## src/hdl/cordic_ctrl_pkg.sv

```systemverilog
package cordic_ctrl_pkg;

    // ====================
    // Sequencer states
    // ====================
    typedef enum logic [2:0] {
        IDLE,                                               // Waiting for start
        LOAD,                                               // Capture request
        PREP,                                               // Latch working X, Y, Z
        SHIFT,                                              // Shifts, ROM, direction
        UPDATE,                                             // Three adder passes
        DONE                                                // Result held until ack
    } seq_state_t;

    // ====================
    // Stage enables
    // ====================
    // At most one bit is high in any cycle
    typedef struct packed {
        logic load_en;                                      // Request register
        logic prep_en;                                      // Working X, Y, Z latch
        logic shift_en;                                     // Shift/ROM/dir register
        logic update_go;                                    // Kicks the adder sequence
        logic out_en;                                       // Result register
    } stage_en_t;

endpackage

```

## src/hdl/cordic_fmt_pkg.sv

```systemverilog
package cordic_fmt_pkg;

    // ====================
    // Number format
    // ====================
    localparam int WORD_W     = 32;                         // Word width of X, Y, Z
    localparam int FRAC_W     = 30;                         // Fraction bits, Q2.30
    localparam int ITER_BITS  = 4;                          // 16 iterations, 5 at most
    localparam int ATAN_DEPTH = 32;                         // Arctangent table entries

    typedef logic signed [WORD_W-1:0] coord_t;              // Fixed-point coordinate
    typedef logic [ITER_BITS-1:0]     iter_t;               // Iteration index
    typedef logic [1:0]               region_t;             // Quadrant, angle + region*pi/2

    // ====================
    // Bundles
    // ====================
    typedef struct packed {
        coord_t x;                                          // Cosine track
        coord_t y;                                          // Sine track
        coord_t z;                                          // Residual angle
    } xyz_t;

    typedef struct packed {
        coord_t  angle;                                     // Reduced angle, |a| <= pi/4
        region_t region;
        logic    want_sin;                                  // 1 sine, 0 cosine
    } req_t;

    typedef struct packed {
        coord_t x_sh;                                       // X >>> i
        coord_t y_sh;                                       // Y >>> i
        coord_t atan;                                       // atan(2^-i)
        logic   dir;                                        // 1 rotates positive
    } prep_t;

    // Start X absorbs the CORDIC gain, 0.607252935 in Q2.30
    localparam coord_t CORDIC_K = 32'sh26DD3B6A;

endpackage
```

## src/hdl/cordic_sincos.sv

```systemverilog
`timescale 1ns/1ns

module cordic_sincos
    import cordic_fmt_pkg::*;
    import cordic_ctrl_pkg::*;
#(
    parameter int WORD_W    = cordic_fmt_pkg::WORD_W,
    parameter int FRAC_W    = cordic_fmt_pkg::FRAC_W,
    parameter int ITER_BITS = cordic_fmt_pkg::ITER_BITS
)
(
    input  logic    clk,
    input  logic    rst_n,
    input  logic    start,                                  // Begin a computation
    input  logic    ack,                                    // Result consumed
    input  logic    want_sin,                               // 1 sine, 0 cosine
    input  coord_t  angle,                                  // Q2.30, |angle| <= pi/4
    input  region_t region,
    output logic    ready,
    output coord_t  result
);

    stage_en_t en;
    iter_t     iter;
    logic      update_done;
    req_t      req_in;
    req_t      req_q;
    xyz_t      xyz_cur;
    xyz_t      xyz_new;
    prep_t     prep;

    assign req_in = '{angle: angle, region: region, want_sin: want_sin};

    // ====================
    // Sequencer
    // ====================
    cordic_seq_fsm #(
        .ITER_BITS (ITER_BITS)
    ) seq_fsm_inst (
        .clk         (clk),
        .rst_n       (rst_n),
        .start       (start),
        .ack         (ack),
        .update_done (update_done),
        .en          (en),
        .iter        (iter),
        .ready       (ready)
    );

    // ====================
    // Datapath
    // ====================
    cordic_prep_stage #(
        .WORD_W (WORD_W),
        .FRAC_W (FRAC_W)
    ) prep_stage_inst (
        .clk     (clk),
        .rst_n   (rst_n),
        .en      (en),
        .iter    (iter),
        .req_in  (req_in),
        .xyz_fb  (xyz_new),                                 // Loop back each iteration
        .req_q   (req_q),
        .xyz_cur (xyz_cur),
        .prep    (prep)
    );

    cordic_update_stage update_stage_inst (
        .clk         (clk),
        .rst_n       (rst_n),
        .update_go   (en.update_go),
        .xyz_cur     (xyz_cur),
        .prep        (prep),
        .xyz_new     (xyz_new),
        .update_done (update_done)
    );

    cordic_out_stage out_stage_inst (
        .clk    (clk),
        .rst_n  (rst_n),
        .out_en (en.out_en),
        .req_q  (req_q),
        .xyz    (xyz_new),
        .result (result)
    );

endmodule

```

## src/hdl/cordic_out_stage.sv

```systemverilog
`timescale 1ns/1ns

module cordic_out_stage
    import cordic_fmt_pkg::*;
(
    input  logic   clk,
    input  logic   rst_n,
    input  logic   out_en,                                  // Load final value
    input  req_t   req_q,                                   // Region and function
    input  xyz_t   xyz,                                     // Final X, Y
    output coord_t result
);

    logic   use_y;                                          // Y track selected
    logic   negate;
    coord_t pick;
    coord_t fixed;

    // ====================
    // Quadrant correction
    // ====================
    // sin picks y on even regions, cos on odd ones
    assign use_y  = req_q.want_sin ^ req_q.region[0];
    // sin flips in regions 2,3, cos in 1,2
    assign negate = req_q.region[1] ^ (~req_q.want_sin & req_q.region[0]);
    assign pick   = use_y ? xyz.y : xyz.x;
    assign fixed  = negate ? coord_t'(-pick) : pick;

    always_ff @(posedge clk or negedge rst_n)
    begin
        if (!rst_n)
            result <= '0;
        else if (out_en)
            result <= fixed;                                // Held until next angle
    end

    a_result_hold: assert property (@(posedge clk) disable iff (!rst_n)
        !out_en |=> $stable(result))
        else $error("result moved without out_en");

endmodule

```

## src/hdl/cordic_update_stage.sv

```systemverilog
`timescale 1ns/1ns

module cordic_update_stage
    import cordic_fmt_pkg::*;
(
    input  logic   clk,
    input  logic   rst_n,
    input  logic   update_go,                               // Starts the three passes
    input  xyz_t   xyz_cur,                                 // Pre-iteration values
    input  prep_t  prep,
    output xyz_t   xyz_new,                                 // Post-iteration values
    output logic   update_done                              // High in the Z write cycle
);

    logic [1:0] step_q;                                     // 0 X, 1 Y, 2 Z
    logic       busy_q;
    logic       active;
    logic       sub;                                        // Adder subtracts
    coord_t     opa;
    coord_t     opb;
    coord_t     sum;

    assign active      = update_go || busy_q;
    assign update_done = busy_q && (step_q == 2'd2);

    // ====================
    // Operand select
    // ====================
    always_comb
    begin
        case (step_q)
            2'd0:
            begin
                opa = xyz_cur.x;
                opb = prep.y_sh;
                sub = prep.dir;                             // X -/+ Y>>i
            end
            2'd1:
            begin
                opa = xyz_cur.y;
                opb = prep.x_sh;
                sub = ~prep.dir;                            // Y +/- X>>i
            end
            default:
            begin
                opa = xyz_cur.z;
                opb = prep.atan;
                sub = prep.dir;                             // Z -/+ atan
            end
        endcase
    end

    assign sum = sub ? coord_t'(opa - opb) : coord_t'(opa + opb);  // Shared adder

    // ====================
    // Step control
    // ====================
    always_ff @(posedge clk or negedge rst_n)
    begin
        if (!rst_n)
        begin
            step_q <= 2'd0;
            busy_q <= 1'b0;
        end
        else if (active)
        begin
            step_q <= (step_q == 2'd2) ? 2'd0 : step_q + 2'd1;
            busy_q <= (step_q != 2'd2);                     // Idle after Z
        end
    end

    always_ff @(posedge clk)
    begin
        if (active)
        begin
            case (step_q)
                2'd0:    xyz_new.x <= sum;
                2'd1:    xyz_new.y <= sum;
                default: xyz_new.z <= sum;
            endcase
        end
    end

    a_step_range: assert property (@(posedge clk) disable iff (!rst_n)
        update_go |-> ##2 (update_done && step_q != 2'd3))
        else $error("Update sequence lost its step");

endmodule

```

## src/hdl/cordic_prep_stage.sv

```systemverilog
`timescale 1ns/1ns

module cordic_prep_stage
    import cordic_fmt_pkg::*;
    import cordic_ctrl_pkg::*;
#(
    parameter int WORD_W = cordic_fmt_pkg::WORD_W,
    parameter int FRAC_W = cordic_fmt_pkg::FRAC_W
)
(
    input  logic      clk,
    input  logic      rst_n,
    input  stage_en_t en,
    input  iter_t     iter,
    input  req_t      req_in,                               // From the top level ports
    input  xyz_t      xyz_fb,                               // Update stage results
    output req_t      req_q,                                // Held request
    output xyz_t      xyz_cur,                              // Pre-iteration X, Y, Z
    output prep_t     prep                                  // Adder operands and dir
);

    coord_t atan_rom;                                       // ROM output for iter
    xyz_t   xyz_start;                                      // Iteration 0 values

    cordic_atan_rom #(
        .WORD_W (WORD_W),
        .FRAC_W (FRAC_W)
    ) atan_rom_inst (
        .iter (iter),
        .atan (atan_rom)
    );

    // Gain preloaded into X, Y from zero, Z holds the angle
    assign xyz_start = '{x: CORDIC_K, y: coord_t'(0), z: req_q.angle};

    // ====================
    // Request capture
    // ====================
    always_ff @(posedge clk or negedge rst_n)
    begin
        if (!rst_n)
            req_q <= '0;
        else if (en.load_en)
            req_q <= req_in;                                // Held through DONE
    end

    // ====================
    // Working values
    // ====================
    always_ff @(posedge clk)
    begin
        if (en.prep_en)
            xyz_cur <= (iter == '0) ? xyz_start : xyz_fb;   // Fresh start or feedback
    end

    always_ff @(posedge clk)
    begin
        if (en.shift_en)
        begin
            prep.x_sh <= $signed(xyz_cur.x) >>> iter;       // Sign-filling shift
            prep.y_sh <= $signed(xyz_cur.y) >>> iter;
            prep.atan <= atan_rom;
            prep.dir  <= ~xyz_cur.z[WORD_W-1];              // Rotate toward Z = 0
        end
    end

endmodule

```

## src/hdl/cordic_seq_fsm.sv

```systemverilog
`timescale 1ns/1ns

module cordic_seq_fsm
    import cordic_fmt_pkg::*;
    import cordic_ctrl_pkg::*;
#(
    parameter int ITER_BITS = cordic_fmt_pkg::ITER_BITS
)
(
    input  logic      clk,
    input  logic      rst_n,
    input  logic      start,                                // Sampled in IDLE only
    input  logic      ack,                                  // Consumer took the result
    input  logic      update_done,                          // Z write cycle of UPDATE
    output stage_en_t en,                                   // Stage enables
    output iter_t     iter,                                 // Current iteration
    output logic      ready                                 // Result valid
);

    localparam iter_t LAST_ITER = iter_t'((2 ** ITER_BITS) - 1);

    seq_state_t state_q;
    iter_t      iter_q;
    logic       upd_first_q;                                // First UPDATE cycle
    logic       ready_q;
    logic       last_iter;

    assign last_iter = (iter_q == LAST_ITER);
    assign iter      = iter_q;
    assign ready     = ready_q;

    // ====================
    // State and counter
    // ====================
    always_ff @(posedge clk or negedge rst_n)
    begin
        if (!rst_n)
        begin
            state_q     <= IDLE;
            iter_q      <= '0;
            upd_first_q <= 1'b0;
            ready_q     <= 1'b0;
        end
        else
        begin
            upd_first_q <= (state_q == SHIFT);              // Marks the UPDATE entry
            case (state_q)
                IDLE:
                begin
                    if (start)
                        state_q <= LOAD;                    // Busy from here on
                end
                LOAD:
                begin
                    iter_q  <= '0;                          // Fresh count per angle
                    state_q <= PREP;
                end
                PREP:
                    state_q <= SHIFT;
                SHIFT:
                    state_q <= UPDATE;
                UPDATE:
                begin
                    if (update_done && last_iter)
                        state_q <= DONE;                    // Result loads on this edge
                    else if (update_done)
                    begin
                        iter_q  <= iter_q + 1'b1;
                        state_q <= PREP;
                    end
                end
                DONE:
                begin
                    if (!ready_q)
                        ready_q <= 1'b1;                    // Result settled one cycle
                    else if (ack)
                    begin
                        ready_q <= 1'b0;
                        state_q <= IDLE;
                    end
                end
                default:
                    state_q <= IDLE;
            endcase
        end
    end

    // ====================
    // Enable decode
    // ====================
    always_comb
    begin
        en           = '0;
        en.load_en   = (state_q == LOAD);
        en.prep_en   = (state_q == PREP);
        en.shift_en  = (state_q == SHIFT);
        en.update_go = (state_q == UPDATE) && upd_first_q;  // One pulse per iteration
        en.out_en    = (state_q == UPDATE) && update_done && last_iter;
    end

    a_en_onehot: assert property (@(posedge clk) disable iff (!rst_n) $onehot0(en))
        else $error("Stage enables overlap");

    a_ready_done: assert property (@(posedge clk) disable iff (!rst_n)
        ready_q |-> (state_q == DONE))
        else $error("ready high outside DONE");

endmodule

```

## src/hdl/cordic_atan_rom.sv

```systemverilog
`timescale 1ns/1ns

module cordic_atan_rom
    import cordic_fmt_pkg::*;
#(
    parameter int WORD_W = cordic_fmt_pkg::WORD_W,
    parameter int FRAC_W = cordic_fmt_pkg::FRAC_W
)
(
    input  iter_t  iter,                                    // Table address
    output coord_t atan                                     // atan(2^-iter), Q2.FRAC_W
);

    // Rounded to nearest at elaboration
    function automatic logic signed [WORD_W-1:0] atan_fix(input int idx);
        real ang;
        ang = $atan(1.0 / (2.0 ** idx));
        return WORD_W'($rtoi(ang * (2.0 ** FRAC_W) + 0.5));
    endfunction

    logic signed [WORD_W-1:0] table_w [ATAN_DEPTH];         // Constant table

    // ====================
    // Table contents
    // ====================
    for (genvar i = 0; i < ATAN_DEPTH; i++)
    begin : g_entry
        localparam logic signed [WORD_W-1:0] ENTRY = atan_fix(i);
        assign table_w[i] = ENTRY;                          // Fixed per entry
    end

    // Only the first 2^ITER_BITS entries are reachable
    assign atan = coord_t'(table_w[iter]);

endmodule

```

## config.mk

```make
export PLATFORM = sky130hd
export DESIGN_NAME = cordic_sincos
export DESIGN_NICKNAME = d
export VERILOG_FILES = /design/src/hdl/cordic_ctrl_pkg.sv /design/src/hdl/cordic_fmt_pkg.sv /design/src/hdl/cordic_sincos.sv /design/src/hdl/cordic_out_stage.sv /design/src/hdl/cordic_update_stage.sv /design/src/hdl/cordic_prep_stage.sv /design/src/hdl/cordic_seq_fsm.sv /design/src/hdl/cordic_atan_rom.sv
export SDC_FILE = /design/constraint.sdc
export NUM_CORES = 1
export LEC_CHECK = 0
export ABC_AREA = 1
export CAP_MARGIN = 30
export CORE_MARGIN = 2
export CORE_UTILIZATION = 53
export CTS_BUF_LIST = sky130_fd_sc_hd__clkbuf_8 sky130_fd_sc_hd__clkbuf_16
export DETAILED_ROUTE_END_ITERATION = 10
export DONT_BUFFER_PORTS = 1
export PLACE_DENSITY = 0.73
export SLEW_MARGIN = 5
export SYNTH_ARGS = -nofsm -noshare
export SYNTH_HDL_FRONTEND = slang
export SYNTH_SLANG_ARGS = --single-unit
export TNS_END_PERCENT = 50
```

## constraint.sdc

```tcl
create_clock -name clk -period 8.5 [get_ports clk]
set_input_delay 0.425 -clock clk [delete_from_list [all_inputs] [get_ports clk]]
set_output_delay 0.425 -clock clk [all_outputs]
set_load 0.01 [all_outputs]
```

Word-level counts from Yosys, hierarchy flattened
Memories as Yosys holds them, arrays and structs flattened. A register that Yosys moved wholly into a read port is not among the register bits.
Index checks and enable logic that the tools add are counted.
{ "totals": {"elab_cells": 85, "rom_bits": 1024, "memories": 1, "regBits": 336} }
{ "classes": {"addsub": 5, "eq_ne": 15, "n_bitwise": 8, "muxes": 19, "reduce_logical": 16, "shifts": 2} }
{ "memory_table": {"columns": ["name", "depth", "word_bits", "read_ports", "rd_clocked_by_memory_dff", "write_ports", "line", "rtl"], "rows": [
  ["(name not given)", 32, 32, 1, 1, 0, "cordic_atan_rom.sv:33", "assign atan = coord_t'(table_w[iter]);"]
]} }
{ "ops": {"columns": ["operator", "count"], "rows": [
  ["$mux 32", 4],
  ["$pmux 32 s2", 2],
  ["$sshr 32x4->32", 2],
  ["$add 32x32->32", 1],
  ["$neg 32->32", 1],
  ["$sub 32x32->32", 1],
  ["$pmux 3 s6", 1],
  ["$mux 3", 5],
  ["$mux 4", 2],
  ["$ne 2x2->1 const B", 4],
  ["$pmux 4 s2", 1],
  ["$eq 3x2->1 const B", 2],
  ["$eq 3x3->1 const B", 2],
  ["$reduce_and 2->1", 3],
  ["$logic_and 1x1->1", 5],
  ["$not 4->5", 1],
  ["$add 4x1->4 const B", 1],
  ["$eq 4x4->1 const B", 1],
  ["$logic_not 4->1", 1],
  ["$ne 2x1->1 const B", 2],
  ["$not 1->1", 4],
  ["$reduce_and 4->1", 1],
  ["$eq 3x1->1 const B", 1],
  ["$logic_not 3->1", 1],
  ["13 further kinds", 16]
]} }

Logic depth before layout (Yosys ltp)
{ "depth": {"ltp_word": 5, "depth_mapped": 27, "ltp_nobuf": 25} }

Modules after synthesis
Synthesis repeated with hierarchy kept, for this count alone.
{ "unflattened": {"hier_cells": 2807, "area_unflattened_um2": 22379.0} }
{ "modules_own_cells": {"columns": ["module", "cells_per_inst", "area_per_inst_um2", "n_inst"], "rows": [
  ["cordic_prep_stage", 1195, 10852.9, 1],
  ["cordic_update_stage", 929, 7604.8, 1],
  ["cordic_out_stage", 498, 2820.2, 1],
  ["cordic_atan_rom", 109, 560.5, 1],
  ["cordic_seq_fsm", 76, 540.5, 1]
]} }

Least setup slack after synthesis
OpenSTA, ideal clock, no wires.
{ "synth_path": {"path_type": "flip-flop to flip-flop", "start": "register seq_fsm_inst.state_q[2]", "end": "register prep_stage_inst.xyz_cur[0] (netlist name)", "slack_ns": 0.845, "period_less_slack_ns": 7.655, "arrival_time_ns": 6.984, "setup_ns": 0.672, "path_stages_with_launch": 2, "n_path_buf": 0, "t_required_ns": 7.828, "path_cell_list": "dfrtp_1 > nor3_1"} }
{ "synth_between": {"elab_chain_len": 1} }
{ "synth_lines": {"columns": ["item", "line", "rtl"], "rows": [
  ["start, declared", "cordic_seq_fsm.sv:22", "seq_state_t state_q;"],
  ["start signal, assigned", "cordic_seq_fsm.sv:39", "state_q <= IDLE;"],
  ["start signal, assigned", "cordic_seq_fsm.sv:51", "state_q <= LOAD;"],
  ["start signal, assigned", "cordic_seq_fsm.sv:56", "state_q <= PREP;"],
  ["$eq 3x2->1", "cordic_seq_fsm.sv:95", "en.prep_en = (state_q == PREP);"]
]} }
No other way between the ends.
A chain may end at the register's enable or synchronous reset.

Final worst setup path
{ "layout_path": {"start": "register update_stage_inst.step_q[0]", "end": "register update_stage_inst.xyz_new[18] (netlist name)"} }
{ "layout_between": {"elab_chain_len": 4} }
{ "layout_lines": {"columns": ["item", "line", "rtl"], "rows": [
  ["start, declared", "cordic_update_stage.sv:15", "logic [1:0] step_q;"],
  ["start signal, assigned", "cordic_update_stage.sv:67", "step_q <= (step_q == 2'd2) ? 2'd0 : step_q + 2'd1;"],
  ["$eq 2x1->1 or $logic_not 2->1 (tied branches)", "cordic_update_stage.sv:31", "case (step_q)"],
  ["$pmux 32 s2", "cordic_update_stage.sv:31", null],
  ["$add 32x32->32 or $sub 32x32->32 (tied branches)", "cordic_update_stage.sv:53", "assign sum = sub ? coord_t'(opa - opb) : coord_t'(opa + opb);"],
  ["$mux 32 (*)", "cordic_update_stage.sv:53", null],
  ["net update_stage_inst.sum[18]", "cordic_update_stage.sv:21", "coord_t sum;"]
]} }
The timed path passes the listed nets; every way through them passes the cells marked *.

==> results.tsv <==
metric	value	unit
total_power	3.71	mW
die_w	203	um
hold_class	input pin to flop	
vdd_drop_max	0.157	mV
max-slew-margin-rel	28.7	%
maxCapViolations	0	
grt_overflow	0	
clock_skew	0.0273	ns
layout_worst_path_cycle_share	61.3	%
report.final.slew_viol_count	0	
p_leak	9.89	nW
pwr_density_cell	161	mW/mm^2
area.sequential	0.0105	mm^2
final.min_clock_period	5.21	ns
grt_pass1_vias	16800	
post_cts_resized	0	
drt_first_pass_iters	6	
syn_area	0.0209	mm^2
syn_nets	2652	
drtIter0Drc	1914	
cts_made_buffers	40	
crit_fanout	37	
crit_type	flop to flop	
synth_top_area_share	40.9	%
fillers	3391	
yosysTopAreaCell	edfxtp_1	
cts_hold_buf	37	
grt_max_degree	84	
drive_above_1_share	5.73	%
io_pins	72	
die_area	0.0411	mm^2
cts_htree_levels	2	
design.core.area	0.0388	mm^2
num_vias	17600	
antenna_found_initial	0	
num_rows	72	
multi_input_comb_area	0.00901	mm^2
ys_types	48	
syn_inst	2562	
clockRootBuffer	clkbuf_16	
grt_pass1_wl	96200	um
startpoint_type	flop	
start_util	53.9	%
hpwl	45900	um
setup_viol	0	
drt-total-wl	63100	um
grt_use_total	30.9	%
rsz0062_at_grt	no	
cts_setup_buffers	0	
port_buffers	0	
area_growth	10.2	%
yosysSeqAreaShare	50.3	%
via_per_inst	5.69	
worst_slew_pin_slew	1.06	ns
syn_avg_cell_area	8.17	um^2
clkSinkCount	364	
post_drt_wl_per_cell	20.4	um
cp_data_arrival_time	5.54	ns
route.detailed.drc	0	
ys_ff_latch	364	
status	complete, no violations	
ant_nets	0	
path_clk_slew	0.06	ns
place_congestion	0.986	
nNetsFinal	2641	
ys_top_cells_by_area	edfxtp_1 (41%), nand2_1 (15%), dfrtp_1 (9.4%), o21ai_0 (5.7%), inv_1 (4.2%)	
fmax	192	MHz
tritoncts	done	
finalHoldViolations	0	
critPathCaptureType	flop	
clkLatencyLatePin	0.59	ns
setup_tns	0	ns
clockBufferDepth	3	
required	8.83	ns
fp.dieH	203	um
diodes	0	
yosysWarnings	0	
registers in the layout, indices dropped and copies added, names as in the netlist:
name	count
update_stage_inst.step_q	2
prep_stage_inst.prep	93
out_stage_inst.result	32
update_stage_inst.busy_q	1
seq_fsm_inst.ready	1
seq_fsm_inst.iter	4
prep_stage_inst.xyz_cur	96
seq_fsm_inst.upd_first_q	1
seq_fsm_inst.state_q	3
update_stage_inst.xyz_new	96
prep_stage_inst.req_q	35
placed cells by master, fill, tap and decap left out, types with 4 or more instances in the layout:
master and count:
nor2_4 5, inv_2 5, nand2_1 862, mux2i_1 16, nor3_1 4, nand3b_1 8, nor3_2 4, nand3_1 147
nor2_2 10, clkinv_2 7, xnor2_1 17, a21o_1 5, a21oi_1 95, inv_1 243, o21ai_0 239, o21ai_1 10
buf_4 29, a31oi_1 6, o21a_1 11, nand3_2 14, o22ai_1 31, dfrtp_1 77, nor2_1 183, edfxtp_1 285
xor2_1 41, or2_2 10, o21bai_1 12, clkinv_1 5, o211ai_1 16, a32oi_1 8, dlygate4sd3_1 36, bufinv_16 6
clkbuf_16 40, ha_1 49, nand4_1 13
through the flow:
step / hold WS [ns] / instance area (um^2) / utilization, % / std cells / setup slack, ns
CTS: 0.0779 / 23100 / 59.4 / 3100 / 3.35
global placement: 0.131 / 21300 / 54.9 / 2989 / 3.51
detailed placement: 0.132 / 21300 / 54.9 / 2989 / 3.42
floorplan: 0.129 / 20900 / - / 2562 / 0.845
global route: 0.120 / 23100 / 59.4 / 3101 / 2.99
finish: 0.0959 / 23100 / 59.4 / 3101 / 3.29
where the power goes:
part,internal [mW],switching (mW),leakage [nW]
clock,1.06,0.731,0.692
sequential,1.90,0,3.40
combinational,0.0124,0.0112,5.79
total,2.97,0.742,9.89
cell families (layout without fill, tap and decap cells):
family,count (synthesis),after routing,synth area share [%]
multiplexers,16,16,0.765
flip-flops,364,364,50.3
buffers and inverters,359,380,6.73
AND/OR/NAND/NOR,1268,1268,24.9
adder cells (fa/ha/maj),51,51,3.09
AO/OA/AOI/OAI,446,446,11.8
XOR/XNOR,58,58,2.43
final timing paths:
| path | from | cells after the start | slack, ns | end |
|---|---|---|---|---|
| setup / recovery | update_stage_inst.step_q[0] | 14 | 3.29 | update_stage_inst.xyz_new[18] |
| hold / removal | start | 2 | 0.1 | seq_fsm_inst.state_q[1] |
| setup reg to reg | update_stage_inst.step_q[0] | 14 | 3.29 | update_stage_inst.xyz_new[18] |
| hold reg to reg | prep_stage_inst.req_q[3] | 2 | 0.47 | prep_stage_inst.req_q[3] |
| max in group asynchronous | rst_n | 2 | 7.67 | seq_fsm_inst.iter[3] |
| min in group asynchronous | rst_n | 2 | 0.41 | prep_stage_inst.req_q[32] |
critical path: stages, from the launching register on:
cell and delay [ns]:
dfrtp_1 0.68, buf_4 0.39, nand2_4 0.33, or2_1 0.33, nand2_1 0.36, inv_2 0.28, nand2_1 0.18, xor2_1 0.08
ha_1 0.36, nand2_1 0.06, o21ai_0 0.46, a21oi_1 0.22, o21ai_0 0.66, a21oi_1 0.18, xnor2_1 0.38
area by class of cell:
class | instances | area share (%)
Sequential cell | 364 | 45.7
Multi-Input combinational cell | 1839 | 39.1
Clock buffer | 41 | 4.40
Inverter | 240 | 3.91
Tap cell | 518 | 2.81
Timing Repair Buffer | 66 | 2.63
Clock inverter | 33 | 1.48
cell usage after synthesis, drive strengths merged:
cell type and number:
edfxtp 285, buf 39, o21ai 252, xnor2 17, a22o 1, ha 50
fa 1, a21boi 2, a21o 5, xor2 41, a21oi 95, o221ai 2
nand2 865, and2 3, clkinv 1, nor3 8, o22ai 31, mux2i 16
nand3b 8, o21bai 12, dfrtp 79, or2 11, nor4 1, a32oi 8
o2111ai 2, nor2 198, o21a 11, o211ai 16, a211oi 2, inv 239
a31oi 6, clkbuf 80, nand3 161, nand4 13, a22oi 1
layer usage:
layer	up-vias	GRT usage (%)	routed length [um]
met5	-	0	0
met4	0	12.6	2210
met3	122	4.16	4750
met2	830	49.0	29000
met1	8226	43.1	27200
li1	8465	-	-
Power figures use the tool's default switching activity.
